`src/mem_pkg.sv`:
```
package mem_pkg;

  // ---------------------------------------------------------------------
  // Memory bus geometry.
  // ---------------------------------------------------------------------
  localparam int unsigned ADDR_W = 32;
  localparam int unsigned DATA_W = 32;
  localparam int unsigned STRB_W = DATA_W / 8;

  // 1 KiB of word storage.
  localparam int unsigned MEM_WORDS  = 256;
  localparam int unsigned WORD_IDX_W = $clog2(MEM_WORDS);

  // Cycles between acceptance and the ready pulse.
  localparam int unsigned WAIT_CYCLES = 2;
  localparam int unsigned WAIT_CNT_W  = $clog2(WAIT_CYCLES + 1);

  // Which requester currently holds the shared bus.
  typedef enum logic {
    OWNER_INSTR = 1'b0,
    OWNER_DATA  = 1'b1
  } owner_t;

endpackage

```
`src/lsu_pkg.sv`:
```
package lsu_pkg;

  // ---------------------------------------------------------------------
  // Load/store opcodes.
  // ---------------------------------------------------------------------
  typedef enum logic [2:0] {
    OP_LB  = 3'd0,
    OP_LBU = 3'd1,
    OP_LH  = 3'd2,
    OP_LHU = 3'd3,
    OP_LW  = 3'd4,
    OP_SB  = 3'd5,
    OP_SH  = 3'd6,
    OP_SW  = 3'd7
  } lsu_op_t;

  // Requester state, shared by fetch and LSU.
  typedef enum logic {
    IDLE       = 1'b0,
    WAIT_READY = 1'b1
  } req_state_t;

  function automatic logic is_store(lsu_op_t op);
    return op inside {OP_SB, OP_SH, OP_SW};
  endfunction

endpackage

```
`src/load_store_unit.sv`:
```
`timescale 1ns/1ns

module load_store_unit (
  input  logic                       clk,
  input  logic                       rst,
  input  logic                       ls_req,
  input  lsu_pkg::lsu_op_t           ls_op,
  input  logic [mem_pkg::ADDR_W-1:0] ls_addr,
  input  logic [mem_pkg::DATA_W-1:0] ls_wdata,
  input  logic [mem_pkg::DATA_W-1:0] mem_rdata,
  input  logic                       mem_ready,
  output logic                       ls_busy,
  output logic                       ls_done,
  output logic [mem_pkg::DATA_W-1:0] ls_rdata,
  output logic                       mem_valid,
  output logic [mem_pkg::ADDR_W-1:0] mem_addr,
  output logic [mem_pkg::DATA_W-1:0] mem_wdata,
  output logic [mem_pkg::STRB_W-1:0] mem_wstrb
);

  import mem_pkg::*;
  import lsu_pkg::*;

  req_state_t        state;
  lsu_op_t           op_q;
  logic [ADDR_W-1:0] addr_q;
  logic              accept;
  logic              finish;
  logic [DATA_W-1:0] store_data;
  logic [STRB_W-1:0] store_strb;
  logic [DATA_W-1:0] load_data;
  logic [7:0]        ld_byte;
  logic [15:0]       ld_half;

  assign accept = ls_req && (state == IDLE);
  assign finish = (state == WAIT_READY) && mem_ready;

  assign ls_busy   = (state == WAIT_READY);
  assign mem_valid = ls_busy;
  assign mem_addr  = {addr_q[ADDR_W-1:2], 2'b00};

  // ---------------------------------------------------------------------
  // Store lane placement.
  // ---------------------------------------------------------------------
  always_comb begin
    store_data = ls_wdata;
    store_strb = '0;
    case (ls_op)
      OP_SB: begin
        store_data = {4{ls_wdata[7:0]}};
        store_strb = STRB_W'(1) << ls_addr[1:0];
      end
      OP_SH: begin
        store_data = {2{ls_wdata[15:0]}};
        store_strb = ls_addr[1] ? 4'b1100 : 4'b0011;
      end
      OP_SW: store_strb = '1;
      default: store_strb = '0;
    endcase
  end

  // ---------------------------------------------------------------------
  // Load lane select and extension.
  // ---------------------------------------------------------------------
  always_comb begin
    ld_byte = mem_rdata[8*addr_q[1:0] +: 8];
    ld_half = addr_q[1] ? mem_rdata[31:16] : mem_rdata[15:0];
    case (op_q)
      OP_LB:   load_data = {{24{ld_byte[7]}}, ld_byte};
      OP_LBU:  load_data = {24'b0, ld_byte};
      OP_LH:   load_data = {{16{ld_half[15]}}, ld_half};
      OP_LHU:  load_data = {16'b0, ld_half};
      default: load_data = mem_rdata;
    endcase
  end

  always_ff @(posedge clk) begin
    if (!rst) begin
      state   <= IDLE;
      ls_done <= 1'b0;
    end else begin
      ls_done <= finish;
      if (accept) begin
        state <= WAIT_READY;
      end else if (finish) begin
        state <= IDLE;
      end
    end
  end

  always_ff @(posedge clk) begin
    if (accept) begin
      op_q      <= ls_op;
      addr_q    <= ls_addr;
      mem_wdata <= store_data;
      mem_wstrb <= store_strb;
    end
    if (finish && !is_store(op_q)) begin
      ls_rdata <= load_data;
    end
  end

  a_no_req_busy : assert property (@(posedge clk) disable iff (!rst)
    ls_req |-> !ls_busy)
    else $error("ls_req while LSU busy");

  a_half_align : assert property (@(posedge clk) disable iff (!rst)
    ls_req && (ls_op inside {OP_LH, OP_LHU, OP_SH}) |-> ls_addr[0] == 1'b0)
    else $error("misaligned halfword access");

  a_word_align : assert property (@(posedge clk) disable iff (!rst)
    ls_req && (ls_op inside {OP_LW, OP_SW}) |-> ls_addr[1:0] == 2'b00)
    else $error("misaligned word access");

endmodule

```
`config.mk`:
```
export PLATFORM = sky130hd
export DESIGN_NAME = load_store_unit
export DESIGN_NICKNAME = d
export VERILOG_FILES = /design/src/mem_pkg.sv /design/src/lsu_pkg.sv /design/src/load_store_unit.sv
export SDC_FILE = /design/constraint.sdc
export NUM_CORES = 1
export LEC_CHECK = 0
export ABC_CLOCK_PERIOD_IN_PS = 5300
export CORE_MARGIN = 2
export CORE_UTILIZATION = 28
export CTS_BUF_LIST = sky130_fd_sc_hd__clkbuf_2 sky130_fd_sc_hd__clkbuf_4 sky130_fd_sc_hd__clkbuf_8
export DETAILED_ROUTE_END_ITERATION = 6
export DONT_BUFFER_PORTS = 1
export GPL_ROUTABILITY_DRIVEN = 0
export GPL_TIMING_DRIVEN = 0
export MAX_ROUTING_LAYER = met4
export PLACE_DENSITY_LB_ADDON = 0.3
export SYNTH_ARGS = -nofsm -noshare
export SYNTH_HDL_FRONTEND = slang
export SYNTH_SLANG_ARGS = --single-unit
```
`constraint.sdc`:
```
create_clock -name clk -period 5.3 [get_ports clk]
set_input_delay 0.795 -clock clk [delete_from_list [all_inputs] [get_ports clk]]
set_output_delay 0.795 -clock clk [all_outputs]
set_load 0.01 [all_outputs]
```
==> results.json <==
{
  "status": "complete, no violations",
  "startpoint": "op_q[1]",
  "synth_seq_cells": 105,
  "p_per_area_mw_per_mm2": 327,
  "cts_resized": 0,
  "cts-hold-fix-buffers": 0,
  "grt_pass1_wl_um": 15400,
  "start_util": 0.285,
  "dp_worst_setup_slack_ns": 2.58,
  "rsz0062_at_grt": "false",
  "yosys_warnings": 0,
  "grt_overflow": 0,
  "fin_nets": 409,
  "fin_ws_ns": 3.13,
  "ys_types": 39,
  "r2r_slack_ns": 3.13,
  "portBuffers": 0,
  "finalCritPeriodShare": 0.409,
  "endpoint": "ls_rdata[9]",
  "critPathKind": "flop to flop",
  "dpl_cell_area_mm2": 0.00483,
  "antenna_found_initial": 0,
  "clk_path_buf_depth": 2,
  "grt_pass1_vias": 2645,
  "dp_hpwl_um": 7880,
  "hold_depth": 0,
  "drt-total-wl_um": 10700,
  "die_h_um": 131,
  "cts_tree": "built",
  "synth_top_flop_cell": "edfxtp_1",
  "postRouteAntennaNets": 0,
  "clock-sinks": 105,
  "drive_gt1_frac": 0.238,
  "synth_edf_count": 103,
  "clockRootBuffer": "clkbuf_8",
  "critPathCaptureType": "flop",
  "syn-mean-instance-area_um2": 15.4,
  "drv_slew": 0,
  "cts_buffers": 9,
  "final_area_mm2": 0.00503,
  "netlist_area_mm2": 0.00451,
  "post-cts-setup-buffer-count": 0,
  "grt_use_total": 0.127,
  "htree_num_levels": 3,
  "maxCapViolations": 0,
  "finalHoldViolCount": 0,
  "crit_fanout": 32,
  "die_w_um": 131,
  "ir_worst_vdd_uv": 159,
  "clock_latency_ns": 0.38,
  "reg2reg_from": "op_q[1]",
  "n_antenna_cell": 0,
  "crit_arrival_ns": 2.18,
  "syn2layout_area_growth_pct": 11.5,
  "drc_errors": 0,
  "dieArea_mm2": 0.0171,
  "max_freq_mhz": 462,
  "wl_per_cell_um": 20.3,
  "power.total_mw": 1.64,
  "post_drt_via_cell_ratio": 4.73,
  "reg2reg_to": "ls_rdata[9]",
  "ios": 206,
  "critPathLaunchType": "flop",
  "critPathRequiredTime_ns": 5.31,
  "hold_path_class": "primary input to flop",
  "placedCellCount": 511,
  "worstMarginPinSlew_ns": 0.801,
  "p_leak_nw": 1.80,
  "clk_pin_slew_ns": 0.11,
  "synthArstFlopShare": 0,
  "drtIter0Drc": 101,
  "netlist_instances": 292,
  "setup_violations": 0,
  "final_cell_count_no_fill": 527,
  "slew-limit-headroom": 0.466,
  "finClkSkew_ns": 0.00727,
  "fin_crit_ns": 2.17,
  "core_area_mm2": 0.0158,
  "rows": 46,
  "drt-pass1-iter-count": 4,
  "dr_total_vias": 2495,
  "synth_seq_area_share": 0.695,
  "hold_slack_ns": 0.500,
  "grt_max_degree": 37,
  "reg2regPathDepth": 3
}
kinds of logic after synthesis:
kind of cell	Yosys count	share of synthesized area
flops	105	0.695
compound gates	62	0.108
simple gates	50	0.0619
buf+inv	48	0.0713
mux	26	0.0627
other cells	1	0.000832
cell type report:
cell class	instances	area [um2]
Fill cell	1584	10800
Sequential cell	105	3130
Multi-Input combinational cell	140	1070
Buffer	47	318
Tap cell	216	270
Clock buffer	9	124
Clock inverter	7	73.8
Timing Repair Buffer	2	40.0
Inverter	1	3.75
flip-flops by register name (all words and copies together), names as in the netlist:
register	cells
ls_busy	1
addr_q	32
mem_wdata	32
ls_rdata	32
op_q	3
mem_wstrb	4
ls_done	1
how the worst min path moves through the flow:
| stage | from | end | slack [ns] |
|---|---|---|---|
| after global routing | ls_addr[18] | addr_q[18] | 0.45 |
| after global placement | ls_busy | ls_done | 0.65 |
| after floorplan | ls_busy | ls_done | 0.55 |
| after detailed placement | ls_busy | ls_done | 0.68 |
| after CTS | ls_addr[18] | addr_q[18] | 0.47 |
| final | ls_addr[12] | addr_q[12] | 0.50 |
layer usage:
layer,global-route usage,part of all wire,vias to the layer above
li1,-,-,1121
met1,0.134,0.36,1206
met2,0.205,0.50,153
met3,0.0651,0.12,15
met4,0.0482,0.014,0
met5,-,0,-
synthesized netlist by cell type (all sizes together), types with 2 or more instances:
| master | number | area (um2) |
|---|---|---|
| nand2b | 3 | 18.8 |
| o22ai | 8 | 50.1 |
| nor2b | 9 | 56.3 |
| nand4b | 2 | 17.5 |
| nand3 | 14 | 70.1 |
| a21o | 17 | 128 |
| mux2 | 18 | 203 |
| nor2 | 10 | 37.5 |
| a21boi | 5 | 48.8 |
| edfxtp | 103 | 3090 |
| a2bb2oi | 8 | 70.1 |
| nand2 | 3 | 11.3 |
| a221o | 7 | 70.1 |
| buf | 40 | 292 |
| clkbuf | 7 | 26.3 |
| o21ai | 11 | 55.1 |
| dfxtp | 2 | 40.0 |
| and3 | 2 | 12.5 |
| mux2i | 8 | 80.1 |
| a211oi | 2 | 15.0 |
power breakdown:
group          internal, mW  switching, mW  leakage, nW
clock network         0.186          0.303        0.101
registers             0.971         0.0343        0.993
logic                0.0682         0.0793        0.710
metrics by stage:
step                       util  setup TNS (ns)
after floorplan               -               0
after global placement    0.302          -25.89
after detailed placement  0.305               0
after CTS                 0.318               0
after global routing      0.318               0
final                     0.318               0
layout by cell type, fill, tap and decap left out, types with 2 or more instances in the layout:
master,n
clkbuf_1,7
nand2b_1,3
o21ai_0,10
mux2i_1,8
inv_8,2
a21boi_0,2
clkbuf_8,9
nand3_1,14
buf_4,34
buf_12,2
clkinv_4,3
a21o_1,17
a21boi_1,2
edfxtp_1,103
nand2_1,3
a211oi_1,2
nor2b_1,8
conb_1,2
a221o_1,7
o22ai_1,8
mux2_2,10
nor2_1,10
nand4b_1,2
dfxtp_1,2
a2bb2oi_1,8
buf_2,5
mux2_1,8
critical path: stages, from the launching register on:
cell	delay, ns
edfxtp_1	0.51
clkbuf_1	0.30
o21ai_0	0.28
and3_2	0.70
Note: power is estimated with default switching activity, not from simulation.
