<file path="src/mem_pkg.sv">
package mem_pkg;

  // ---------------------------------------------------------------------
  // Memory bus geometry.
  // ---------------------------------------------------------------------
  localparam int unsigned ADDR_W = 32;
  localparam int unsigned DATA_W = 32;
  localparam int unsigned STRB_W = DATA_W / 8;

  // 1 KiB of word storage.
  localparam int unsigned MEM_WORDS  = 256;
  localparam int unsigned WORD_IDX_W = $clog2(MEM_WORDS);

  // Cycles between acceptance and the ready pulse.
  localparam int unsigned WAIT_CYCLES = 2;
  localparam int unsigned WAIT_CNT_W  = $clog2(WAIT_CYCLES + 1);

  // Which requester currently holds the shared bus.
  typedef enum logic {
    OWNER_INSTR = 1'b0,
    OWNER_DATA  = 1'b1
  } owner_t;

endpackage

</file>
<file path="src/mem_arbiter.sv">
`timescale 1ns/1ns

module mem_arbiter (
  input  logic                       clk,
  input  logic                       rst,
  input  logic                       i_mem_valid,
  input  logic                       i_mem_instr,
  input  logic [mem_pkg::ADDR_W-1:0] i_mem_addr,
  input  logic                       d_mem_valid,
  input  logic [mem_pkg::ADDR_W-1:0] d_mem_addr,
  input  logic [mem_pkg::DATA_W-1:0] d_mem_wdata,
  input  logic [mem_pkg::STRB_W-1:0] d_mem_wstrb,
  input  logic [mem_pkg::DATA_W-1:0] ram_rdata,
  input  logic                       ram_ready,
  output logic [mem_pkg::DATA_W-1:0] i_mem_rdata,
  output logic                       i_mem_ready,
  output logic [mem_pkg::DATA_W-1:0] d_mem_rdata,
  output logic                       d_mem_ready,
  output logic                       ram_valid,
  output logic                       ram_instr,
  output logic [mem_pkg::ADDR_W-1:0] ram_addr,
  output logic [mem_pkg::DATA_W-1:0] ram_wdata,
  output logic [mem_pkg::STRB_W-1:0] ram_wstrb
);

  import mem_pkg::*;

  owner_t owner;
  owner_t sel;
  logic   locked;
  logic   i_own;
  logic   d_own;

  // Data wins a free bus; a locked bus stays with its owner.
  always_comb begin
    if (locked) begin
      sel = owner;
    end else if (d_mem_valid) begin
      sel = OWNER_DATA;
    end else begin
      sel = OWNER_INSTR;
    end
  end

  always_comb begin
    ram_instr = 1'b0;
    ram_wdata = '0;
    ram_wstrb = '0;
    if (sel == OWNER_DATA) begin
      ram_valid = d_mem_valid;
      ram_addr  = d_mem_addr;
      ram_wdata = d_mem_wdata;
      ram_wstrb = d_mem_wstrb;
    end else begin
      ram_valid = i_mem_valid;
      ram_instr = i_mem_instr;
      ram_addr  = i_mem_addr;
    end
  end

  assign i_own = locked && (owner == OWNER_INSTR);
  assign d_own = locked && (owner == OWNER_DATA);

  assign i_mem_ready = i_own && ram_ready;
  assign d_mem_ready = d_own && ram_ready;
  assign i_mem_rdata = i_own ? ram_rdata : '0;
  assign d_mem_rdata = d_own ? ram_rdata : '0;

  always_ff @(posedge clk) begin
    if (!rst) begin
      owner  <= OWNER_INSTR;
      locked <= 1'b0;
    end else if (ram_ready) begin
      owner  <= OWNER_INSTR;
      locked <= 1'b0;
    end else if (!locked && ram_valid) begin
      owner  <= sel;
      locked <= 1'b1;
    end
  end

  // Each RAM completion reaches exactly one requester.
  a_one_ready : assert property (@(posedge clk) disable iff (!rst)
    ram_ready |-> $onehot({i_mem_ready, d_mem_ready}))
    else $error("ready not delivered to exactly one side");

endmodule

</file>
<file path="config.mk">
export PLATFORM = sky130hd
export DESIGN_NAME = mem_arbiter
export DESIGN_NICKNAME = d
export VERILOG_FILES = /design/src/mem_pkg.sv /design/src/mem_arbiter.sv
export SDC_FILE = /design/constraint.sdc
export NUM_CORES = 1
export LEC_CHECK = 0
export ABC_AREA = 1
export BUFFER_PORTS_ARGS = -buffer_cell sky130_fd_sc_hd__buf_2
export CAP_MARGIN = 20
export CORE_AREA = 2 2 105 107
export DETAILED_ROUTE_END_ITERATION = 16
export DIE_AREA = 0 0 107 109
export GPL_ROUTABILITY_DRIVEN = 0
export HOLD_SLACK_MARGIN = 0.15
export REMOVE_ABC_BUFFERS = 1
export SETUP_SLACK_MARGIN = 0.05
export SKIP_CTS_REPAIR_TIMING = 1
export SLEW_MARGIN = 20
export SYNTH_ARGS = -nofsm -noshare
export SYNTH_HDL_FRONTEND = slang
export SYNTH_SLANG_ARGS = --single-unit
</file>
<file path="constraint.sdc">
create_clock -name clk -period 1.1 [get_ports clk]
set_input_delay 0.055 -clock clk [delete_from_list [all_inputs] [get_ports clk]]
set_output_delay 0.055 -clock clk [all_outputs]
set_load 0.03 [all_outputs]
</file>
==> impl_summary.txt, run 1 <==
----------------------------------------------------
[Run status]
  Outcome ... finished with violations
  Violations in the final reports ... setup timing

[Yosys]
  Adder-cell area share of the yosys netlist ... 0
  Yosys synthesis warning count ... 0
  Number of register bits inferred by synthesis ... 2
  Compound-gate portion of the synthesized area ... 0.00894
  Post-synthesis mux area share ... 0
  Area share of and/or/nand/nor cells after synthesis ... 0.678
  Area share of xor/xnor cells in the synthesized design ... 0
  Count of unique library cells instantiated by Yosys ... 14
  Top post-synthesis cells by area ... sky130_fd_sc_hd__nand2_1 (27%), sky130_fd_sc_hd__nor2_1 (23%), sky130_fd_sc_hd__inv_1 (20%)
  Total standard cell area after synthesis ... 1400 sq um
  Mean cell area of the mapped netlist ... 4.58 sq um
  Cell count after synthesis ... 306
  Seq/Total Area, Yosys ... 0.0286
  Most area-hungry cell type in the Yosys netlist ... sky130_fd_sc_hd__nand2_1
  Dominant combinational cell family by area after synthesis ... simple AND/OR/NAND/NOR gates
  Area share of the leading cell type in the synthesized netlist ... 0.271

[Timing]
  Shortest period the worst path allows ... 1360 ps
  TNS Setup ... -28,040 ps
  Count of endpoints failing hold in the final timing report ... 0
  Peak clock frequency supported by timing ... 733 MHz
  Share of the cycle needed by the critical path after routing ... 1.24
  Max-slew headroom at the worst pin ... 0.880
  Worst path setup slack after routing ... -264 ps
  Transition time of the tightest slew-check pin ... 179 ps
  Maximum clock skew at final layout ... 0.813 ps
  # setup viols final ... 136
  RSZ-0062 raised after global routing ... yes
  Number of max-slew violations in the final report ... 0
  Hold_ws ... 135 ps

[Setup path]
  Startpoint class of the critical path ... register
  Top fanout value on the critical path ... 8
  Req. time, crit path ... 1040 ps
  Ordered cell list for the critical path ... inv_6 > nand2_8 > nand2_8 > clkbuf_16 > nand2_4 > nand2_2 > buf_6
  Worst endpoint data arrival time ... 1310 ps
  Critical path's slowest cell ... sky130_fd_sc_hd__dfxtp_4
  Critical path class ... register to output pin
  Type of destination of the critical path ... output pin
  Most frequent cell on the critical path ... sky130_fd_sc_hd__nand2_8
  Maximum cell stage delay along the critical path ... 360 ps

[Clock network]
  Clock buffers created by TritonCTS ... 3
  H-tree depth ... 1
  Buffer levels on the longest clock path ... 2
  Root Buffer Master ... sky130_fd_sc_hd__clkbuf_8
  Clock edge transition at the registers on the reported setup and hold paths ... 30 ps
  Total number of clock tree sinks ... 2
  Source-to-sink clock delay at the later pin of the worst-skew pair ... 210 ps
  Clock tree from TritonCTS ... done

[Route]
  Met3 WL post-DR ... 565 microns
  Count of vias placed by the detailed router ... 2,785
  Starting DRC count in detailed routing ... 93
  Mean number of vias per cell ... 3.80
  Number of detailed-route iterations in the first pass ... 4
  Top layer reached by signal wires ... met4
  Routed Antenna Nets ... 0
  Met1 wire length ... 3530 microns
  Routed wire length ... 9610 microns
  Met2 wire len ... 5380 microns
  Drt drc ... 0
  Wire length per cell after detailed routing ... 13.1 microns

[Power]
  Leakage power total ... 2.64 nW
  Power Total ... 2.86 mW
  Ratio of total power to cell area ... 631 nW/um^2
  Worst IR drop on VDD ... 0.384 mV

[Floorplan]
  Starting Density ... 0.132
  Top-Level Pins ... 274
  Number of placement rows ... 38
  Die area ... 11,700 sq um
  Y dimension of the die ... 109 microns
  Horizontal die dimension ... 107 microns
  Core box area ... 10,600 sq um

[Cells and area]
  Final Instance Area ... 4530 sq um
  End-of-flow core utilization ... 0.427
  Final Non-Filler Cells ... 733
  Most common cell after layout, fill and taps aside ... sky130_fd_sc_hd__buf_2
  Final-stage net count ... 733
  Most frequent cells in the layout ... sky130_fd_sc_hd__buf_2 (137), sky130_fd_sc_hd__buf_6 (100), sky130_fd_sc_hd__inv_1 (74)
  Synth-to-Final Area Change ... 224%
  Share of post-route cells with drive strength above 1 ... 0.708
  Antenna diode count ... 0

[Global routing]
  Largest net degree at the start of global routing ... 34
  GRT Total Usage ... 0.0995
  Wire length of the first global-routing pass ... 9650 microns
  Number of antenna violations at the first check in global routing ... 0
  Vias in the first global route ... 2,133
  Leftover overflow at the end of global routing ... 0

[Placed design]
  DP Worst Slack ... -171 ps
  Dpl cell area ... 2970 sq um
  DP Wirelength ... 5870 microns
  Port Buffers ... 273
  Cell total after placement ... 715

[Run]
  Max cap viols ... 0

[Min path]
  Min-delay worst type ... input port to register

----------------------------------------------------
-- critical path, delay by kind of cell (launching register included) --
family / cells / cell delay (ps)
simple gates: 4 / 320
flops: 1 / 360
buf+inv: 3 / 410
-- metal layers --
layer / GRT usage / vias up
met5: 0 / -
met4: 0.0241 / 0
met3: 0.00897 / 11
met2: 0.182 / 125
met1: 0.126 / 1239
li1: - / 1410
-- final timing paths --
| check | from | end | slack, ps | depth (start not counted) |
|---|---|---|---|---|
| worst max-delay path | locked | ram_addr[21] | -260 | 7 |
| worst min-delay path | ram_ready | owner | 140 | 4 |
| worst max register to register | locked | owner | 230 | 5 |
| worst min register to register | owner | owner | 590 | 4 |
-- flip-flops by register name, summed over array words and instances, names as in the netlist --
register / count
locked: 1
owner: 1
-- synth_stat cells --
cell type	n
sky130_fd_sc_hd__dfxtp_1	2
sky130_fd_sc_hd__buf_6	1
sky130_fd_sc_hd__buf_1	3
sky130_fd_sc_hd__buf_12	2
sky130_fd_sc_hd__nand2_2	4
sky130_fd_sc_hd__nor2_1	84
sky130_fd_sc_hd__inv_1	75
sky130_fd_sc_hd__buf_2	10
sky130_fd_sc_hd__o21ai_0	1
sky130_fd_sc_hd__nor2_4	20
sky130_fd_sc_hd__inv_2	1
sky130_fd_sc_hd__nand3_1	1
sky130_fd_sc_hd__o21a_1	1
sky130_fd_sc_hd__nand2_1	101
-- area by class of cell --
type | count | area [sq um]
clock buffers | 3 | 41.3
multi-input cells | 213 | 1420
inverters | 76 | 290
fillers | 1060 | 6070
well taps | 140 | 175
flip-flops and latches | 2 | 45.0
repair buffers | 299 | 2560
-- cells by family after synthesis --
| logic type | after synthesis |
|---|---|
| compound gates | 2 |
| flops | 2 |
| simple gates | 210 |
| buf+inv | 92 |
-- where the power goes --
group	internal [mW]	switching [mW]
clock network	0.231	0.0525
registers	0.0767	0.00621
logic	1.10	1.39
Note: power is estimated with default switching activity, not from simulation.
==> inputs of run 2 (changes only) <==
Clock period 1.1 ns to 1.3 ns, I/O delays scaled along.
==> impl_summary.txt, run 2 (same netlist as run 1, synthesis figures left out) <==
----------------------------------------------------
[Run status]
  Outcome ... finished with violations
  Violations in the final reports ... setup timing

[Route]
  Routed wire length ... 8340 microns
  Number of detailed-route iterations in the first pass ... 4
  Count of vias placed by the detailed router ... 2,654
  Mean number of vias per cell ... 3.66
  Starting DRC count in detailed routing ... 88
  Drt drc ... 0
  Routed Antenna Nets ... 0
  Wire length per cell after detailed routing ... 11.5 microns

[Timing]
  # setup viols final ... 64
  Share of the cycle needed by the critical path after routing ... 1.06
  Max-slew headroom at the worst pin ... 0.883
  Maximum clock skew at final layout ... 0.415 ps
  Hold_ws ... 132 ps
  TNS Setup ... -2080 ps
  Transition time of the tightest slew-check pin ... 175 ps
  Worst path setup slack after routing ... -79.8 ps
  Number of max-slew violations in the final report ... 0
  Count of endpoints failing hold in the final timing report ... 0
  Peak clock frequency supported by timing ... 725 MHz
  RSZ-0062 raised after global routing ... yes
  Shortest period the worst path allows ... 1380 ps

[Cells and area]
  Most common cell after layout, fill and taps aside ... sky130_fd_sc_hd__buf_2
  Antenna diode count ... 0
  Synth-to-Final Area Change ... 174%
  Largest regs ... locked (1), owner (1)
  Most frequent cells in the layout ... sky130_fd_sc_hd__buf_2 (151), sky130_fd_sc_hd__nand2_1 (82), sky130_fd_sc_hd__inv_1 (74)
  # fillers ... 1,170
  Final-stage net count ... 725
  Share of post-route cells with drive strength above 1 ... 0.609

[Setup path]
  Critical path's slowest cell ... sky130_fd_sc_hd__dfxtp_2
  Ordered cell list for the critical path ... inv_2 > nand2_4 > nand2_4 > clkbuf_16 > nor2_1 > clkbuf_4
  Top fanout value on the critical path ... 8
  Maximum cell stage delay along the critical path ... 340 ps
  Req. time, crit path ... 1240 ps
  Worst reg-to-reg path cell count ... 5
  Startpoint class of the critical path ... register
  Worst endpoint data arrival time ... 1310 ps
  Critical path class ... register to output pin
  Type of destination of the critical path ... output pin
  Most frequent cell on the critical path ... sky130_fd_sc_hd__nand2_4

[Floorplan]
  Starting Density ... 0.132
  Horizontal die dimension ... 107 microns
  Top-Level Pins ... 274
  Die area ... 11,700 sq um
  Core box area ... 10,600 sq um
  Y dimension of the die ... 109 microns
  Number of placement rows ... 38

[Min path]
  Min-delay worst type ... input port to register
  Hold Path Cell Cnt ... 4

[Clock network]
  H-tree depth ... 1
  Buffer levels on the longest clock path ... 2
  Clock tree from TritonCTS ... done
  Root Buffer Master ... sky130_fd_sc_hd__clkbuf_8
  Source-to-sink clock delay at the later pin of the worst-skew pair ... 210 ps
  Total number of clock tree sinks ... 2
  Clock edge transition at the registers on the reported setup and hold paths ... 30 ps
  Clock buffers created by TritonCTS ... 3

[Placed design]
  DP Worst Slack ... -7.49 ps
  DP Wirelength ... 5800 microns
  Port Buffers ... 273

[Global routing]
  Vias in the first global route ... 2,161
  Largest net degree at the start of global routing ... 35
  GRT Total Usage ... 0.100
  Number of antenna violations at the first check in global routing ... 0
  Leftover overflow at the end of global routing ... 0
  Wire length of the first global-routing pass ... 9710 microns

[Power]
  Ratio of total power to cell area ... 554 nW/um^2
  Leakage power total ... 2.45 nW
  Worst IR drop on VDD ... 0.321 mV

[Run]
  Max cap viols ... 0

----------------------------------------------------
## run 2: cell types whose count changed in the layout (fill, tap and decap cells not counted), sizes merged
cell	previous run	this run
clkbuf	13	61
buf	288	232
## run 2: power breakdown
group	switching (mW)	total, mW	leakage (nW)	internal [mW]
clock	0.0447	0.240	0.0216	0.195
sequential	0.00558	0.0705	0.0175	0.0649
combinational	1.05	1.82	2.41	0.762
total	1.10	2.13	2.45	1.02
## run 2: cell type report
type	count	area, sq um	area share
repair buffers	291	2130	0.554
multi-input cells	213	1160	0.302
inverters	76	290	0.0756
well taps	140	175	0.0456
flip-flops and latches	2	45.0	0.0117
clock buffers	3	41.3	0.0107
## run 2: through the flow
step           utilization  instance area, sq um  power, mW  std cells
2_1_floorplan            -                  1290      0.922        290
3_3_place_gp         0.278                  2940       1.46        711
3_5_place_dp         0.278                  2940       1.45        711
4_1_cts              0.282                  2990       1.71        714
5_1_grt              0.362                  3840       2.27        725
6_report             0.362                  3840       2.13        725
## run 2: final timing paths
check,startpoint,to,slack (ps)
hold reg to reg,owner,owner,590
setup reg to reg,locked,owner,270
hold / removal,ram_ready,owner,130
setup / recovery,owner,ram_wdata[0],-80
## run 2: layer usage
layer / track usage / part of all wire / up-vias
met5: 0 / 0 / -
met4: 0.0288 / 0.0083 / 0
met3: 0.0143 / 0.061 / 6
met2: 0.182 / 0.54 / 115
met1: 0.124 / 0.39 / 1139
li1: - / - / 1394
## run 2: worst max-delay path, delay by kind of cell, from the launching register on
kind / cells / cell delay [ps]
flops: 1 / 340
buf+inv: 3 / 430
simple gates: 3 / 320
==> inputs of run 3 (changes only) <==
Clock period 1.3 ns to 1.5 ns, I/O delays scaled along.
==> impl_summary.txt, run 3 (same netlist as run 1, synthesis figures left out) <==
----------------------------------------------------
[Run status]
  Outcome ... complete, no violations

[Setup path]
  Ordered cell list for the critical path ... inv_2 > nand2_4 > nand2_8 > clkbuf_16 > nor2_1 > buf_4
  Startpoint class of the critical path ... register
  Crit path max-delay family ... buffers and inverters
  Critical path's slowest cell ... sky130_fd_sc_hd__dfxtp_2
  Top fanout value on the critical path ... 8
  RR Endpoint ... owner
  Critical path class ... register to output pin
  Worst R2R Setup Slack ... 410 ps
  Critical path depth in cells ... 6
  Buffer and inverter count on the worst path ... 3
  Maximum cell stage delay along the critical path ... 360 ps
  Type of destination of the critical path ... output pin
  First element of the critical path ... locked
  Worst reg-to-reg path cell count ... 5
  Startpoint of the lowest-slack register-to-register path ... locked
  Req. time, crit path ... 1420 ps
  Worst endpoint data arrival time ... 1340 ps

[Global routing]
  Leftover overflow at the end of global routing ... 0
  Vias in the first global route ... 2,114
  Number of antenna violations at the first check in global routing ... 0
  GRT Total Usage ... 0.102
  Wire length of the first global-routing pass ... 9800 microns
  Largest net degree at the start of global routing ... 35

[Cells and area]
  End-of-flow core utilization ... 0.316
  Largest regs ... locked (1), owner (1)
  Share of post-route cells with drive strength above 1 ... 0.551
  Synth-to-Final Area Change ... 140%
  Most common cell after layout, fill and taps aside ... sky130_fd_sc_hd__buf_2
  Final Instance Area ... 3360 sq um
  Most frequent cells in the layout ... sky130_fd_sc_hd__buf_2 (226), sky130_fd_sc_hd__nand2_1 (99), sky130_fd_sc_hd__nor2_1 (84)
  Final-stage net count ... 724
  # fillers ... 1,209
  Final Non-Filler Cells ... 724
  Antenna diode count ... 0

[Min path]
  Endpoint with the worst hold slack ... owner
  Hold Path Cell Cnt ... 4
  Startpoint of the tightest hold check path ... ram_ready
  Min-delay worst type ... input port to register

[Timing]
  Max-slew headroom at the worst pin ... 0.767
  Shortest period the worst path allows ... 1420 ps
  Worst path setup slack after routing ... 81.9 ps
  Transition time of the tightest slew-check pin ... 350 ps
  # setup viols final ... 0
  Count of endpoints failing hold in the final timing report ... 0
  Maximum clock skew at final layout ... 0.404 ps
  Number of max-slew violations in the final report ... 0
  Share of the cycle needed by the critical path after routing ... 0.945
  Peak clock frequency supported by timing ... 705 MHz
  RSZ-0062 raised after global routing ... yes

[Clock network]
  Total number of clock tree sinks ... 2
  Clock edge transition at the registers on the reported setup and hold paths ... 30 ps
  H-tree depth ... 1
  Clock buffers created by TritonCTS ... 3
  Clock tree from TritonCTS ... done
  Root Buffer Master ... sky130_fd_sc_hd__clkbuf_8
  Buffer levels on the longest clock path ... 2
  Source-to-sink clock delay at the later pin of the worst-skew pair ... 210 ps

[Floorplan]
  Top-Level Pins ... 274
  Starting Density ... 0.132
  Core box area ... 10,600 sq um
  Number of placement rows ... 38
  Die area ... 11,700 sq um
  Y dimension of the die ... 109 microns
  Horizontal die dimension ... 107 microns

[Placed design]
  Port Buffers ... 273
  Dpl cell area ... 2920 sq um
  Cell total after placement ... 710
  DP Wirelength ... 5900 microns
  DP Worst Slack ... 191 ps

[Route]
  Met2 wire len ... 4290 microns
  Drt drc ... 0
  Top layer reached by signal wires ... met4
  Routed Antenna Nets ... 0
  Met1 wire length ... 3050 microns
  Count of vias placed by the detailed router ... 2,597
  Wire length per cell after detailed routing ... 10.9 microns
  Mean number of vias per cell ... 3.59
  Starting DRC count in detailed routing ... 103
  Met3 WL post-DR ... 516 microns
  Number of detailed-route iterations in the first pass ... 4
  Routed wire length ... 7890 microns

[Run]
  Max cap viols ... 0

[Power]
  Net switching power of the design ... 892 uW
  Net Sw Frac ... 0.534
  Leakage power total ... 2.39 nW
  Ratio of total power to cell area ... 498 nW/um^2
  Internal power of the cells ... 779 uW
  Comb power frac ... 0.838
  Power Total ... 1.67 mW
  Clock network fraction of total power ... 0.126
  Worst IR drop on VDD ... 0.204 mV
  Sequential power share ... 0.036

----------------------------------------------------
-- run 3: cell type report --
type | count | area (sq um) | share of cell area
Timing Repair Buffer | 290 | 1800 | 0.538
Tap cell | 140 | 175 | 0.0522
Inverter | 76 | 285 | 0.0850
Multi-Input combinational cell | 213 | 1010 | 0.300
Sequential cell | 2 | 42.5 | 0.0127
Clock buffer | 3 | 41.3 | 0.0123
-- run 3: power groups by stage --
| stage | Sequential [mW] | Clock (mW) | Combinational (mW) |
|---|---|---|---|
| floorplan | 0.0597 | 0 | 0.740 |
| global placement | 0.0599 | 0 | 1.20 |
| detailed placement | 0.0600 | 0 | 1.20 |
| CTS | 0.0594 | 0.220 | 1.20 |
| global route | 0.0611 | 0.226 | 1.51 |
| finish | 0.0607 | 0.210 | 1.40 |
-- run 3: worst max-delay path by stage --
stage	slack [ps]	to
floorplan	-1000	ram_wdata[0]
global placement	200	ram_addr[17]
detailed placement	190	ram_addr[29]
CTS	-40	ram_addr[29]
global route	2	ram_addr[31]
finish	80	ram_wdata[0]
-- run 3: routing by layer --
layer / vias up / track usage
met5: - / 0
met4: 0 / 0.0306
met3: 2 / 0.0120
met2: 115 / 0.185
met1: 1091 / 0.128
li1: 1389 / -
-- run 3: per-stage QoR --
step	hold slack, ps	setup TNS (ps)
6_report	138	0
5_1_grt	173	0
3_3_place_gp	316	0
2_1_floorplan	199	-56550
4_1_cts	94.9	-144
3_5_place_dp	318	0
-- run 3: worst min-delay path: stages --
cell and delay, ps:
sky130_fd_sc_hd__buf_2 80, sky130_fd_sc_hd__nor2_1 60, sky130_fd_sc_hd__nand2_1 60, sky130_fd_sc_hd__inv_1 30
