==> src/mem_pkg.sv <==
package mem_pkg;

  // ---------------------------------------------------------------------
  // Memory bus geometry.
  // ---------------------------------------------------------------------
  localparam int unsigned ADDR_W = 32;
  localparam int unsigned DATA_W = 32;
  localparam int unsigned STRB_W = DATA_W / 8;

  // 1 KiB of word storage.
  localparam int unsigned MEM_WORDS  = 256;
  localparam int unsigned WORD_IDX_W = $clog2(MEM_WORDS);

  // Cycles between acceptance and the ready pulse.
  localparam int unsigned WAIT_CYCLES = 2;
  localparam int unsigned WAIT_CNT_W  = $clog2(WAIT_CYCLES + 1);

  // Which requester currently holds the shared bus.
  typedef enum logic {
    OWNER_INSTR = 1'b0,
    OWNER_DATA  = 1'b1
  } owner_t;

endpackage

==> src/lsu_pkg.sv <==
package lsu_pkg;

  // ---------------------------------------------------------------------
  // Load/store opcodes.
  // ---------------------------------------------------------------------
  typedef enum logic [2:0] {
    OP_LB  = 3'd0,
    OP_LBU = 3'd1,
    OP_LH  = 3'd2,
    OP_LHU = 3'd3,
    OP_LW  = 3'd4,
    OP_SB  = 3'd5,
    OP_SH  = 3'd6,
    OP_SW  = 3'd7
  } lsu_op_t;

  // Requester state, shared by fetch and LSU.
  typedef enum logic {
    IDLE       = 1'b0,
    WAIT_READY = 1'b1
  } req_state_t;

  function automatic logic is_store(lsu_op_t op);
    return op inside {OP_SB, OP_SH, OP_SW};
  endfunction

endpackage

==> src/fetch_unit.sv <==
`timescale 1ns/1ns

module fetch_unit (
  input  logic                       clk,
  input  logic                       rst,
  input  logic                       fetch_en,
  input  logic                       redirect,
  input  logic [mem_pkg::ADDR_W-1:0] redirect_pc,
  input  logic [mem_pkg::DATA_W-1:0] mem_rdata,
  input  logic                       mem_ready,
  output logic                       mem_valid,
  output logic                       mem_instr,
  output logic [mem_pkg::ADDR_W-1:0] mem_addr,
  output logic                       instr_valid,
  output logic [mem_pkg::DATA_W-1:0] instr,
  output logic [mem_pkg::ADDR_W-1:0] instr_pc
);

  import mem_pkg::*;
  import lsu_pkg::*;

  req_state_t        state;
  logic [ADDR_W-1:0] pc;
  logic [ADDR_W-1:0] req_addr;
  logic              discard;
  logic              issue;
  logic              deliver;

  // Request fields come from registers so they hold across a redirect.
  assign mem_valid = (state == WAIT_READY);
  assign mem_instr = mem_valid;
  assign mem_addr  = req_addr;

  assign issue   = (state == IDLE) && fetch_en && !redirect;
  assign deliver = (state == WAIT_READY) && mem_ready && !discard && !redirect;

  always_ff @(posedge clk) begin
    if (!rst) begin
      state       <= IDLE;
      pc          <= '0;
      discard     <= 1'b0;
      instr_valid <= 1'b0;
    end else begin
      instr_valid <= deliver;
      case (state)
        IDLE: begin
          if (redirect) begin
            pc <= redirect_pc;
          end else if (fetch_en) begin
            state <= WAIT_READY;
          end
        end
        WAIT_READY: begin
          if (mem_ready) begin
            state   <= IDLE;
            discard <= 1'b0;
            if (redirect) begin
              pc <= redirect_pc;
            end else if (!discard) begin
              pc <= pc + ADDR_W'(4);
            end
          end else if (redirect) begin
            // Word in flight belongs to the old stream.
            pc      <= redirect_pc;
            discard <= 1'b1;
          end
        end
        default: state <= IDLE;
      endcase
    end
  end

  always_ff @(posedge clk) begin
    if (issue) begin
      req_addr <= pc;
    end
    if (deliver) begin
      instr    <= mem_rdata;
      instr_pc <= req_addr;
    end
  end

  // A live request is the current pc until a redirect marks it stale.
  a_addr_stable : assert property (@(posedge clk) disable iff (!rst)
    mem_valid && !mem_ready |=> mem_valid && $stable(mem_addr) && (discard || mem_addr == pc))
    else $error("fetch address changed before ready");

endmodule

==> config.mk <==
export PLATFORM = sky130hd
export DESIGN_NAME = fetch_unit
export DESIGN_NICKNAME = d
export VERILOG_FILES = /design/src/mem_pkg.sv /design/src/lsu_pkg.sv /design/src/fetch_unit.sv
export SDC_FILE = /design/constraint.sdc
export NUM_CORES = 1
export LEC_CHECK = 0
export ABC_AREA = 1
export BUFFER_PORTS_ARGS = -buffer_cell sky130_fd_sc_hd__buf_2
export CORE_MARGIN = 5
export CORE_UTILIZATION = 51
export CTS_CLUSTER_DIAMETER = 150
export DETAILED_ROUTE_END_ITERATION = 8
export GPL_ROUTABILITY_DRIVEN = 0
export HOLD_SLACK_MARGIN = 0.05
export PLACE_DENSITY = 0.77
export SYNTH_ARGS = -nofsm -noshare
export SYNTH_HDL_FRONTEND = slang
export SYNTH_SLANG_ARGS = --single-unit
==> constraint.sdc <==
create_clock -name clk -period 5.8 [get_ports clk]
set_input_delay 1.16 -clock clk [delete_from_list [all_inputs] [get_ports clk]]
set_output_delay 1.16 -clock clk [all_outputs]
set_load 0.02 [all_outputs]
==> reports/qor_table.md, run 1 <==
| Step | Item | This run |
| --- | --- | --- |
| final layout | Fraction of final layout cells with drive strength greater than 1 | 0.308 |
| worst setup path | Worst Setup Start Kind | primary input |
| clocking | Clock tree root buffer cell | sky130_fd_sc_hd__clkbuf_8 |
| pwr | Switching Fraction | 0.215 |
| detailed routing | WL/cell | 16.0 um |
| floorplan | Effective utilization at floorplan | 0.514 |
| pwr | Internal power consumption | 1.83 mW |
| floorplan | Horizontal extent of the die | 114 um |
| synthesis | Syn_area_per_cell | 10.4 um2 |
| clocking | CTS HTree Levels | 4 |
| detailed routing | Routed vias | 4490 |
| worst setup path | Crit path required time | 5.93 ns |
| sta | Final-layout setup total negative slack | 0 ns |
| worst setup path | Biggest cell delay along the critical path | 0.91 ns |
| clocking | Clock tree from TritonCTS | yes |
| place | HPWL Detailed | 9.55 mm |
| detailed routing | Starting DRC count in detailed routing | 413 |
| floorplan | Chip Height | 114 um |
| detailed routing | Number of DRC violations after detailed routing | 0 |
| sta | Final hold vios | 0 |
| clocking | Post CTS Setup Buffer Count | 0 |
| worst setup path | Data arrival time of the critical path | 3.54 ns |
| clocking | Clock buffer count from CTS | 17 |
| pwr | Relative contribution of the clock network to total power | 0.479 |
| final layout | Non-filler instance count after layout | 852 |
| hold path | Worst hold path type | reg2reg |
| floorplan | Placeable core region | 10700 um2 |
| final layout | Final core utilization | 0.659 |
| sta | RSZ-0062 raised after global routing | no |
| synthesis | Total of warnings raised by yosys | 0 |
| synthesis | Post-Synthesis Cells | 531 |
| synthesis | Distinct cell type count after synthesis | 44 |
| sta | Setup skew after layout | 0.0115 ns |
| sta | Max frequency | 0.293 GHz |
| clocking | TritonCTS Sinks | 131 |
| synthesis | Synthesized Nets | 601 |
| sta | Number of pins with negative max-slew slack in the final report | 0 |
| detailed routing | Final wirelength | 13.6 mm |
| sta | Worst slew margin | 0.317 |
| worst setup path | Type of destination of the critical path | register |
| sta | Number of setup violations in the final report | 0 |
| detailed routing | First-pass iteration count of the detailed router | 8 |
| worst setup path | CP Max Fanout | 53 |
| synthesis | Fraction of the yosys area taken by sequential cells | 0.652 |
| global routing | Pin count of the biggest net entering global routing | 54 |
| detailed routing | Avg Vias per Cell | 5.27 |
| pwr | Design Power | 2.34 mW |
| floorplan | Overall die area | 13000 um2 |
| worst setup path | Type of the worst setup path | in2reg |
| synthesis | Netlist area before placement | 5500 um2 |
| final layout | Relative area change from synthesis to final layout | 28.2% |
| floorplan | I/O Pins | 168 |
| global routing | Gr usage total | 0.212 |
| final layout | Diode insertion count for antenna repair | 0 |
| place | Cell count after placement | 820 |
| job | MaxCap Viol Count | 0 |
| sta | Worst-margin pin slew | 1.02 ns |
| clocking | Max Buffers Root-to-Sink | 2 |
| pwr | Power dissipated by switching net loads | 0.504 mW |
| place | Post-placement setup slack | 1.89 ns |
| synthesis | Yosys reg bits | 131 |
| pwr | Power density of the placed cells | 332 nW/um2 |
| global routing | Gr ovfl total | 0 |
| final layout | Commonest cells after routing, fill and taps aside | sky130_fd_sc_hd__buf_2, sky130_fd_sc_hd__nand2_1, sky130_fd_sc_hd__edfxtp_1, sky130_fd_sc_hd__nor2_1, sky130_fd_sc_hd__inv_1 |
| final layout | Most common cell after layout, fill and taps aside | sky130_fd_sc_hd__buf_2 |
| pwr | Proportion of power drawn by flip-flops and latches | 0.458 |
| pwr | Static leakage | 2.88 nW |
| outcome | Result of the run | completed |
| worst setup path | Cells traversed along the worst timing path | buf_2, inv_1, nand2_1, nor2_4 |
| pwr | Combinational power share | 0.063 |
| sta | Final critical-path share of the clock period | 0.588 |
| final layout | Layout net count | 769 |
| clocking | Clock input transition at the sequential cells of the worst setup and hold paths | 0.06 ns |
| detailed routing | Count of antenna-violating nets left after detailed routing | 0 |
| sta | Post-layout worst setup margin | 2.39 ns |
| clocking | Clock latency on the worst-skew pair | 0.52 ns |
| pwr | Maximum vdd drop | 190 uV |
| global routing | Number of global-route vias before repair | 4343 |
| sta | Min Clock Period, post-route | 3.41 ns |
| global routing | Number of antenna violations at the first check in global routing | 0 |
| worst setup path | Slowest stage cell, crit path | sky130_fd_sc_hd__inv_1 |
| clocking | Count of hold buffers inserted by post-cts repair | 0 |
| floorplan | Number of placement rows | 38 |
| clocking | Number of gates given a new drive strength after cts | 0 |
| global routing | Wire length of the first global-routing pass | 21.6 mm |
| place | Number of port buffers | 167 |
-- critical path: cells and delay by family --
kind / cells / cell delay (ns)
buffers and inverters: 2 / 1.33
AND/OR/NAND/NOR: 2 / 1.02
-- Yosys cell counts, drive strengths merged --
master | number | area (um2)
a311oi | 1 | 8.76
or2 | 2 | 12.5
o211ai | 1 | 7.51
ha | 1 | 12.5
xor2 | 1 | 8.76
nand3 | 35 | 175
clkbuf | 6 | 22.5
a21oi | 37 | 189
o22ai | 2 | 12.5
nor3 | 14 | 85.1
o21a | 1 | 7.51
clkinv | 1 | 3.75
o41ai | 1 | 8.76
nor2 | 68 | 308
a31oi | 2 | 12.5
nand3b | 1 | 7.51
nand2 | 103 | 397
o21bai | 1 | 7.51
a21o | 1 | 7.51
dfxtp | 35 | 701
inv | 52 | 200
nor4 | 1 | 6.26
edfxtp | 96 | 2880
nand4 | 11 | 68.8
a211oi | 4 | 40.0
a221oi | 1 | 8.76
o21ai | 35 | 179
o31ai | 1 | 7.51
and2 | 2 | 12.5
a32o | 1 | 10.0
buf | 13 | 87.6
-- path summary, 6_finish.rpt --
check,slack (ns),cells past startpoint,endpoint,startpoint
setup / recovery,2.39,4,mem_addr[16],redirect
hold reg to reg,0.44,0,mem_addr[1],pc[1]
hold / removal,0.44,0,mem_addr[1],pc[1]
setup reg to reg,3.14,5,instr[30],mem_instr
-- routing by layer --
layer  global-route usage  routed length [um]
met5                    0                   0
met4               0.0863                 240
met3               0.0594                1340
met1                0.267                5430
met2                0.347                6590
-- state kept, by name (all words and copies together), names as in the netlist --
register     cells
mem_instr        1
instr_pc        32
mem_addr        32
pc              32
instr           32
discard          1
instr_valid      1
-- through the flow --
step | cell area, um2 | hold WS (ns)
final | 7050 | 0.437
after global routing | 7050 | 0.459
after CTS | 7050 | 0.438
after detailed placement | 6420 | 0.423
after global placement | 6420 | 0.419
after floorplan | 5500 | 0.403
-- layout make-up --
type | instances | area (um2)
multi-input combinational | 328 | 1620
tap | 140 | 175
clock inverter | 13 | 205
clock buffer | 19 | 422
timing repair buffer | 168 | 843
fill | 830 | 3650
inverter | 53 | 204
sequential | 131 | 3580
-- power by group through the flow --
stage | clock network [mW] | logic (mW) | registers, mW
after global placement | 0 | 0.141 | 1.09
final | 1.12 | 0.147 | 1.07
after floorplan | 0 | 0.0687 | 1.10
after CTS | 1.14 | 0.147 | 1.07
after detailed placement | 0 | 0.146 | 1.09
after global routing | 1.19 | 0.162 | 1.08
-- logic make-up after synthesis --
logic type | share of synthesized area
simple gates | 0.195
compound gates | 0.0922
fa+ha+maj | 0.00228
xor+xnor | 0.00159
flops | 0.652
buf+inv | 0.0571
No activity file was read; power rests on OpenSTA's default activity.
==> run 2: changes to the inputs <==
--- a/config.mk
+++ b/config.mk
@@ -5,15 +5,15 @@
 export SDC_FILE = /design/constraint.sdc
 export NUM_CORES = 1
 export LEC_CHECK = 0
-export ABC_AREA = 1
+export ABC_AREA = 0
 export BUFFER_PORTS_ARGS = -buffer_cell sky130_fd_sc_hd__buf_2
 export CORE_MARGIN = 5
-export CORE_UTILIZATION = 51
+export CORE_UTILIZATION = 50
 export CTS_CLUSTER_DIAMETER = 150
 export DETAILED_ROUTE_END_ITERATION = 8
 export GPL_ROUTABILITY_DRIVEN = 0
 export HOLD_SLACK_MARGIN = 0.05
-export PLACE_DENSITY = 0.77
+export PLACE_DENSITY = 0.78
 export SYNTH_ARGS = -nofsm -noshare
 export SYNTH_HDL_FRONTEND = slang
 export SYNTH_SLANG_ARGS = --single-unit
==> constraint.sdc (replaced) <==
create_clock -name clk -period 3.4 [get_ports clk]
set_input_delay 0.68 -clock clk [delete_from_list [all_inputs] [get_ports clk]]
set_output_delay 0.68 -clock clk [all_outputs]
set_load 0.02 [all_outputs]
==> reports/qor_table.md, run 2 <==
| Step | Item | This run | Delta |
| --- | --- | --- | --- |
| floorplan | Chip Height | 109 um | was 114 um |
| final layout | Layout net count | 594 | was 769 |
| global routing | Wire length of the first global-routing pass | 17.0 mm | was 21.6 mm |
| clocking | Clock buffer count from CTS | 17 | unchanged |
| detailed routing | WL/cell | 16.3 um | was 16.0 um |
| clocking | Clock tree root buffer cell | sky130_fd_sc_hd__clkbuf_8 | unchanged |
| synthesis | Distinct cell type count after synthesis | 47 | was 44 |
| pwr | Maximum vdd drop | 276 uV | was 190 uV |
| global routing | Number of antenna violations at the first check in global routing | 0 | unchanged |
| worst setup path | Type of destination of the critical path | register | unchanged |
| worst setup path | Worst Setup Start Kind | register | was primary input |
| final layout | Fraction of final layout cells with drive strength greater than 1 | 0.391 | was 0.308 |
| place | Cell count after placement | 638 | was 820 |
| sta | Max frequency | 0.427 GHz |  |
| worst setup path | Crit path required time | 3.82 ns | was 5.93 ns |
| synthesis | Yosys reg bits | 131 | unchanged |
| clocking | Clock input transition at the sequential cells of the worst setup and hold paths | 0.06 ns | about the same |
| synthesis | Library cell with the highest instance count after synthesis | sky130_fd_sc_hd__edfxtp_1 | was sky130_fd_sc_hd__nand2_1 |
| floorplan | I/O Pins | 168 | unchanged |
| final layout | Fillcell total | 749 | was 830 |
| synthesis | Post-synthesis async set-or-reset flop share | 0 | unchanged |
| worst setup path | CP Max Fanout | 12 | was 53 |
| synthesis | Yosys top cell area share | 0.591 | was 0.524 |
| pwr | Static leakage | 2.45 nW | was 2.88 nW |
| synthesis | Netlist area before placement | 4870 um2 | was 5500 um2 |
| clocking | Clock latency on the worst-skew pair | 0.51 ns | was 0.52 ns |
| clocking | Count of hold buffers inserted by post-cts repair | 0 | unchanged |
| worst setup path | Path depth of the worst reg2reg path | 5 | unchanged |
| clocking | Post CTS Setup Buffer Count | 0 | unchanged |
| global routing | Number of global-route vias before repair | 3397 | was 4343 |
| final layout | Final instance area | 6410 um2 | was 7050 um2 |
| sta | Final hold vios | 0 | unchanged |
| synthesis | Count of flip-flops with a built-in enable after synthesis | 96 | unchanged |
| synthesis | Top cell type by total area after synthesis | sky130_fd_sc_hd__edfxtp_1 | unchanged |
| synthesis | Fraction of the yosys area taken by sequential cells | 0.735 | was 0.652 |
| synthesis | Top FF cell, synth | sky130_fd_sc_hd__edfxtp_1 | unchanged |
| global routing | Gr usage total | 0.189 | was 0.212 |
| worst setup path | Cells traversed along the worst timing path | nand4_1, or4_4, or3_1, or4_1, a31oi_1 | was buf_2, inv_1, nand2_1, nor2_4 |
| clocking | Clock tree from TritonCTS | yes | unchanged |
| worst setup path | Type of the worst setup path | reg2reg | was in2reg |
| detailed routing | Count of antenna-violating nets left after detailed routing | 0 | unchanged |
| sta | Number of setup violations in the final report | 0 | unchanged |
| sta | RSZ-0062 raised after global routing | no | unchanged |
| sta | Final-layout setup total negative slack | 0 ns | unchanged |
| final layout | Non-filler instance count after layout | 670 | was 852 |
| worst setup path | Register-to-Register Setup Slack | 1.06 ns | was 3.14 ns |
| global routing | Pin count of the biggest net entering global routing | 44 | was 54 |
| floorplan | Effective utilization at floorplan | 0.506 | was 0.514 |
| final layout | Commonest cells after routing, fill and taps aside | sky130_fd_sc_hd__buf_2, sky130_fd_sc_hd__edfxtp_1, sky130_fd_sc_hd__dfxtp_1 | was sky130_fd_sc_hd__buf_2, sky130_fd_sc_hd__nand2_1, sky130_fd_sc_hd__edfxtp_1, sky130_fd_sc_hd__nor2_1, sky130_fd_sc_hd__inv_1 |
| sta | Worst slew margin | 0.458 | was 0.317 |
| pwr | Power density of the placed cells | 583 nW/um2 | was 332 nW/um2 |
| detailed routing | Avg Vias per Cell | 5.26 | was 5.27 |
| floorplan | Number of placement rows | 36 | was 38 |
| worst setup path | CP startpoint | mem_instr | was redirect |
| worst setup path | Startpoint of the lowest-slack register-to-register path | mem_instr | unchanged |
| synthesis | Leading post-synthesis cells by cell area | sky130_fd_sc_hd__edfxtp_1, sky130_fd_sc_hd__dfxtp_1, sky130_fd_sc_hd__xnor2_1, sky130_fd_sc_hd__a21oi_1, sky130_fd_sc_hd__nand4_1 | was sky130_fd_sc_hd__edfxtp_1, sky130_fd_sc_hd__dfxtp_1, sky130_fd_sc_hd__nand2_1, sky130_fd_sc_hd__nor2_1, sky130_fd_sc_hd__inv_1 |
| worst setup path | Biggest cell delay along the critical path | 0.57 ns | was 0.91 ns |
| synthesis | Total of warnings raised by yosys | 0 | unchanged |
| final layout | Most common cell after layout, fill and taps aside | sky130_fd_sc_hd__buf_2 | unchanged |
| global routing | Gr ovfl total | 0 | unchanged |
| synthesis | Most instantiated cells after synthesis | sky130_fd_sc_hd__edfxtp_1, sky130_fd_sc_hd__dfxtp_1, sky130_fd_sc_hd__nor2_1 | was sky130_fd_sc_hd__nand2_1, sky130_fd_sc_hd__edfxtp_1, sky130_fd_sc_hd__nor2_1 |
| final layout | Relative area change from synthesis to final layout | 31.5% | was 28.2% |
| sta | Hold_ws | 0.341 ns | was 0.437 ns |
| floorplan | Overall die area | 11800 um2 | was 13000 um2 |
| clocking | Max Buffers Root-to-Sink | 2 | unchanged |
| clocking | TritonCTS Sinks | 131 | unchanged |
| sta | Setup skew after layout | 0.00756 ns | was 0.0115 ns |
| detailed routing | Starting DRC count in detailed routing | 331 | was 413 |
| worst setup path | Critical path endpoint | pc[31] | was mem_addr[16] |
| worst setup path | Data arrival time of the critical path | 2.76 ns | was 3.54 ns |
| sta | Final critical-path share of the clock period | 0.688 |  |
| worst setup path | Slowest stage cell, crit path | sky130_fd_sc_hd__dfxtp_1 | was sky130_fd_sc_hd__inv_1 |
| synthesis | Synthesized Nets | 419 | was 601 |
| place | Number of port buffers | 167 | unchanged |
| place | HPWL Detailed | 7.89 mm | was 9.55 mm |
| sta | Worst-margin pin slew | 0.806 ns | was 1.02 ns |
| sta | Number of pins with negative max-slew slack in the final report | 0 | unchanged |
| synthesis | Post-Synthesis Cells | 349 | was 531 |
| floorplan | Horizontal extent of the die | 109 um | was 114 um |
| detailed routing | First-pass iteration count of the detailed router | 4 | was 8 |
| place | DP Area | 5850 um2 | was 6420 um2 |
| final layout | Diode insertion count for antenna repair | 0 | unchanged |
| sta | Min Clock Period, post-route | 2.34 ns |  |
| hold path | Worst hold path type | in2reg | was reg2reg |
| floorplan | Placeable core region | 9640 um2 | was 10700 um2 |
| detailed routing | Final wirelength | 10.9 mm | was 13.6 mm |
| detailed routing | Routed vias | 3521 | was 4490 |
| synthesis | Syn_area_per_cell | 14.0 um2 | was 10.4 um2 |
| outcome | Result of the run | completed | unchanged |
| worst setup path | Worst reg2reg path endpoint | pc[31] | was instr[30] |
| job | MaxCap Viol Count | 0 | unchanged |
| detailed routing | Number of DRC violations after detailed routing | 0 | unchanged |
| clocking | CTS HTree Levels | 4 | unchanged |
| clocking | Number of gates given a new drive strength after cts | 0 | unchanged |
[run 2: changes by cell type in the layout (fill, tap and decap cells not counted), moves of 6 or more]
cell                      previous run  this run
sky130_fd_sc_hd__a21oi_1            36        20
sky130_fd_sc_hd__and3_1              0         6
sky130_fd_sc_hd__inv_1              50         5
sky130_fd_sc_hd__nand2_1           101        20
sky130_fd_sc_hd__nand3_1            35        13
sky130_fd_sc_hd__nor2_1             58        20
sky130_fd_sc_hd__o21ai_0            31        18
sky130_fd_sc_hd__xnor2_1             0        12
[run 2: cell type report]
cell class,instances,area [um2],area share
Sequential cell,131,3580,0.559
Multi-Input combinational cell,196,1210,0.188
Timing Repair Buffer,171,866,0.135
Clock buffer,19,422,0.0658
Tap cell,133,166,0.0260
Clock inverter,13,141,0.0221
Inverter,7,26.3,0.00410
[run 2: per-layer routing]
layer | track usage | vias up | part of all wire
li1 | - | 1696 | -
met1 | 0.247 | 1655 | 0.41
met2 | 0.303 | 150 | 0.50
met3 | 0.0456 | 20 | 0.070
met4 | 0.0839 | 0 | 0.020
met5 | 0 | - | 0
[run 2: critical path: cells and delay by family (launching register included)]
family / cells / cell delay (ns)
AOI/OAI and AO/OA: 1 / 0.17
DFF: 1 / 0.57
and+or+nand+nor: 4 / 1.51
[run 2: power by group]
group | switching, mW | internal [mW]
combinational | 0.121 | 0.0812
sequential | 0.0525 | 1.78
clock | 0.609 | 1.10
[run 2: logic make-up after synthesis]
family,after synthesis,synth area share
buf+inv,22,0.0213
compound gates,64,0.0801
fa+ha+maj,1,0.00257
xor+xnor,18,0.0323
flops,131,0.735
mux,5,0.0103
simple gates,108,0.118
[run 2: through the flow]
stage	util	power (mW)	setup slack, ns
after CTS	0.665	3.78	1.07
after detailed placement	0.607	2.06	0.839
after global placement	0.607	2.06	0.892
after floorplan	-	1.96	0.0647
final	0.665	3.74	1.06
after global routing	0.665	3.88	0.932
[run 2: worst min path at each step]
stage | slack, ns | cells past startpoint | start | end
after floorplan | 0.41 | 0 | pc[23] | mem_addr[23]
after global placement | 0.41 | 0 | pc[0] | mem_addr[0]
after detailed placement | 0.42 | 0 | pc[1] | mem_addr[1]
after CTS | 0.31 | 1 | mem_rdata[25] | instr[25]
after global routing | 0.31 | 1 | mem_rdata[25] | instr[25]
final | 0.34 | 1 | mem_rdata[25] | instr[25]
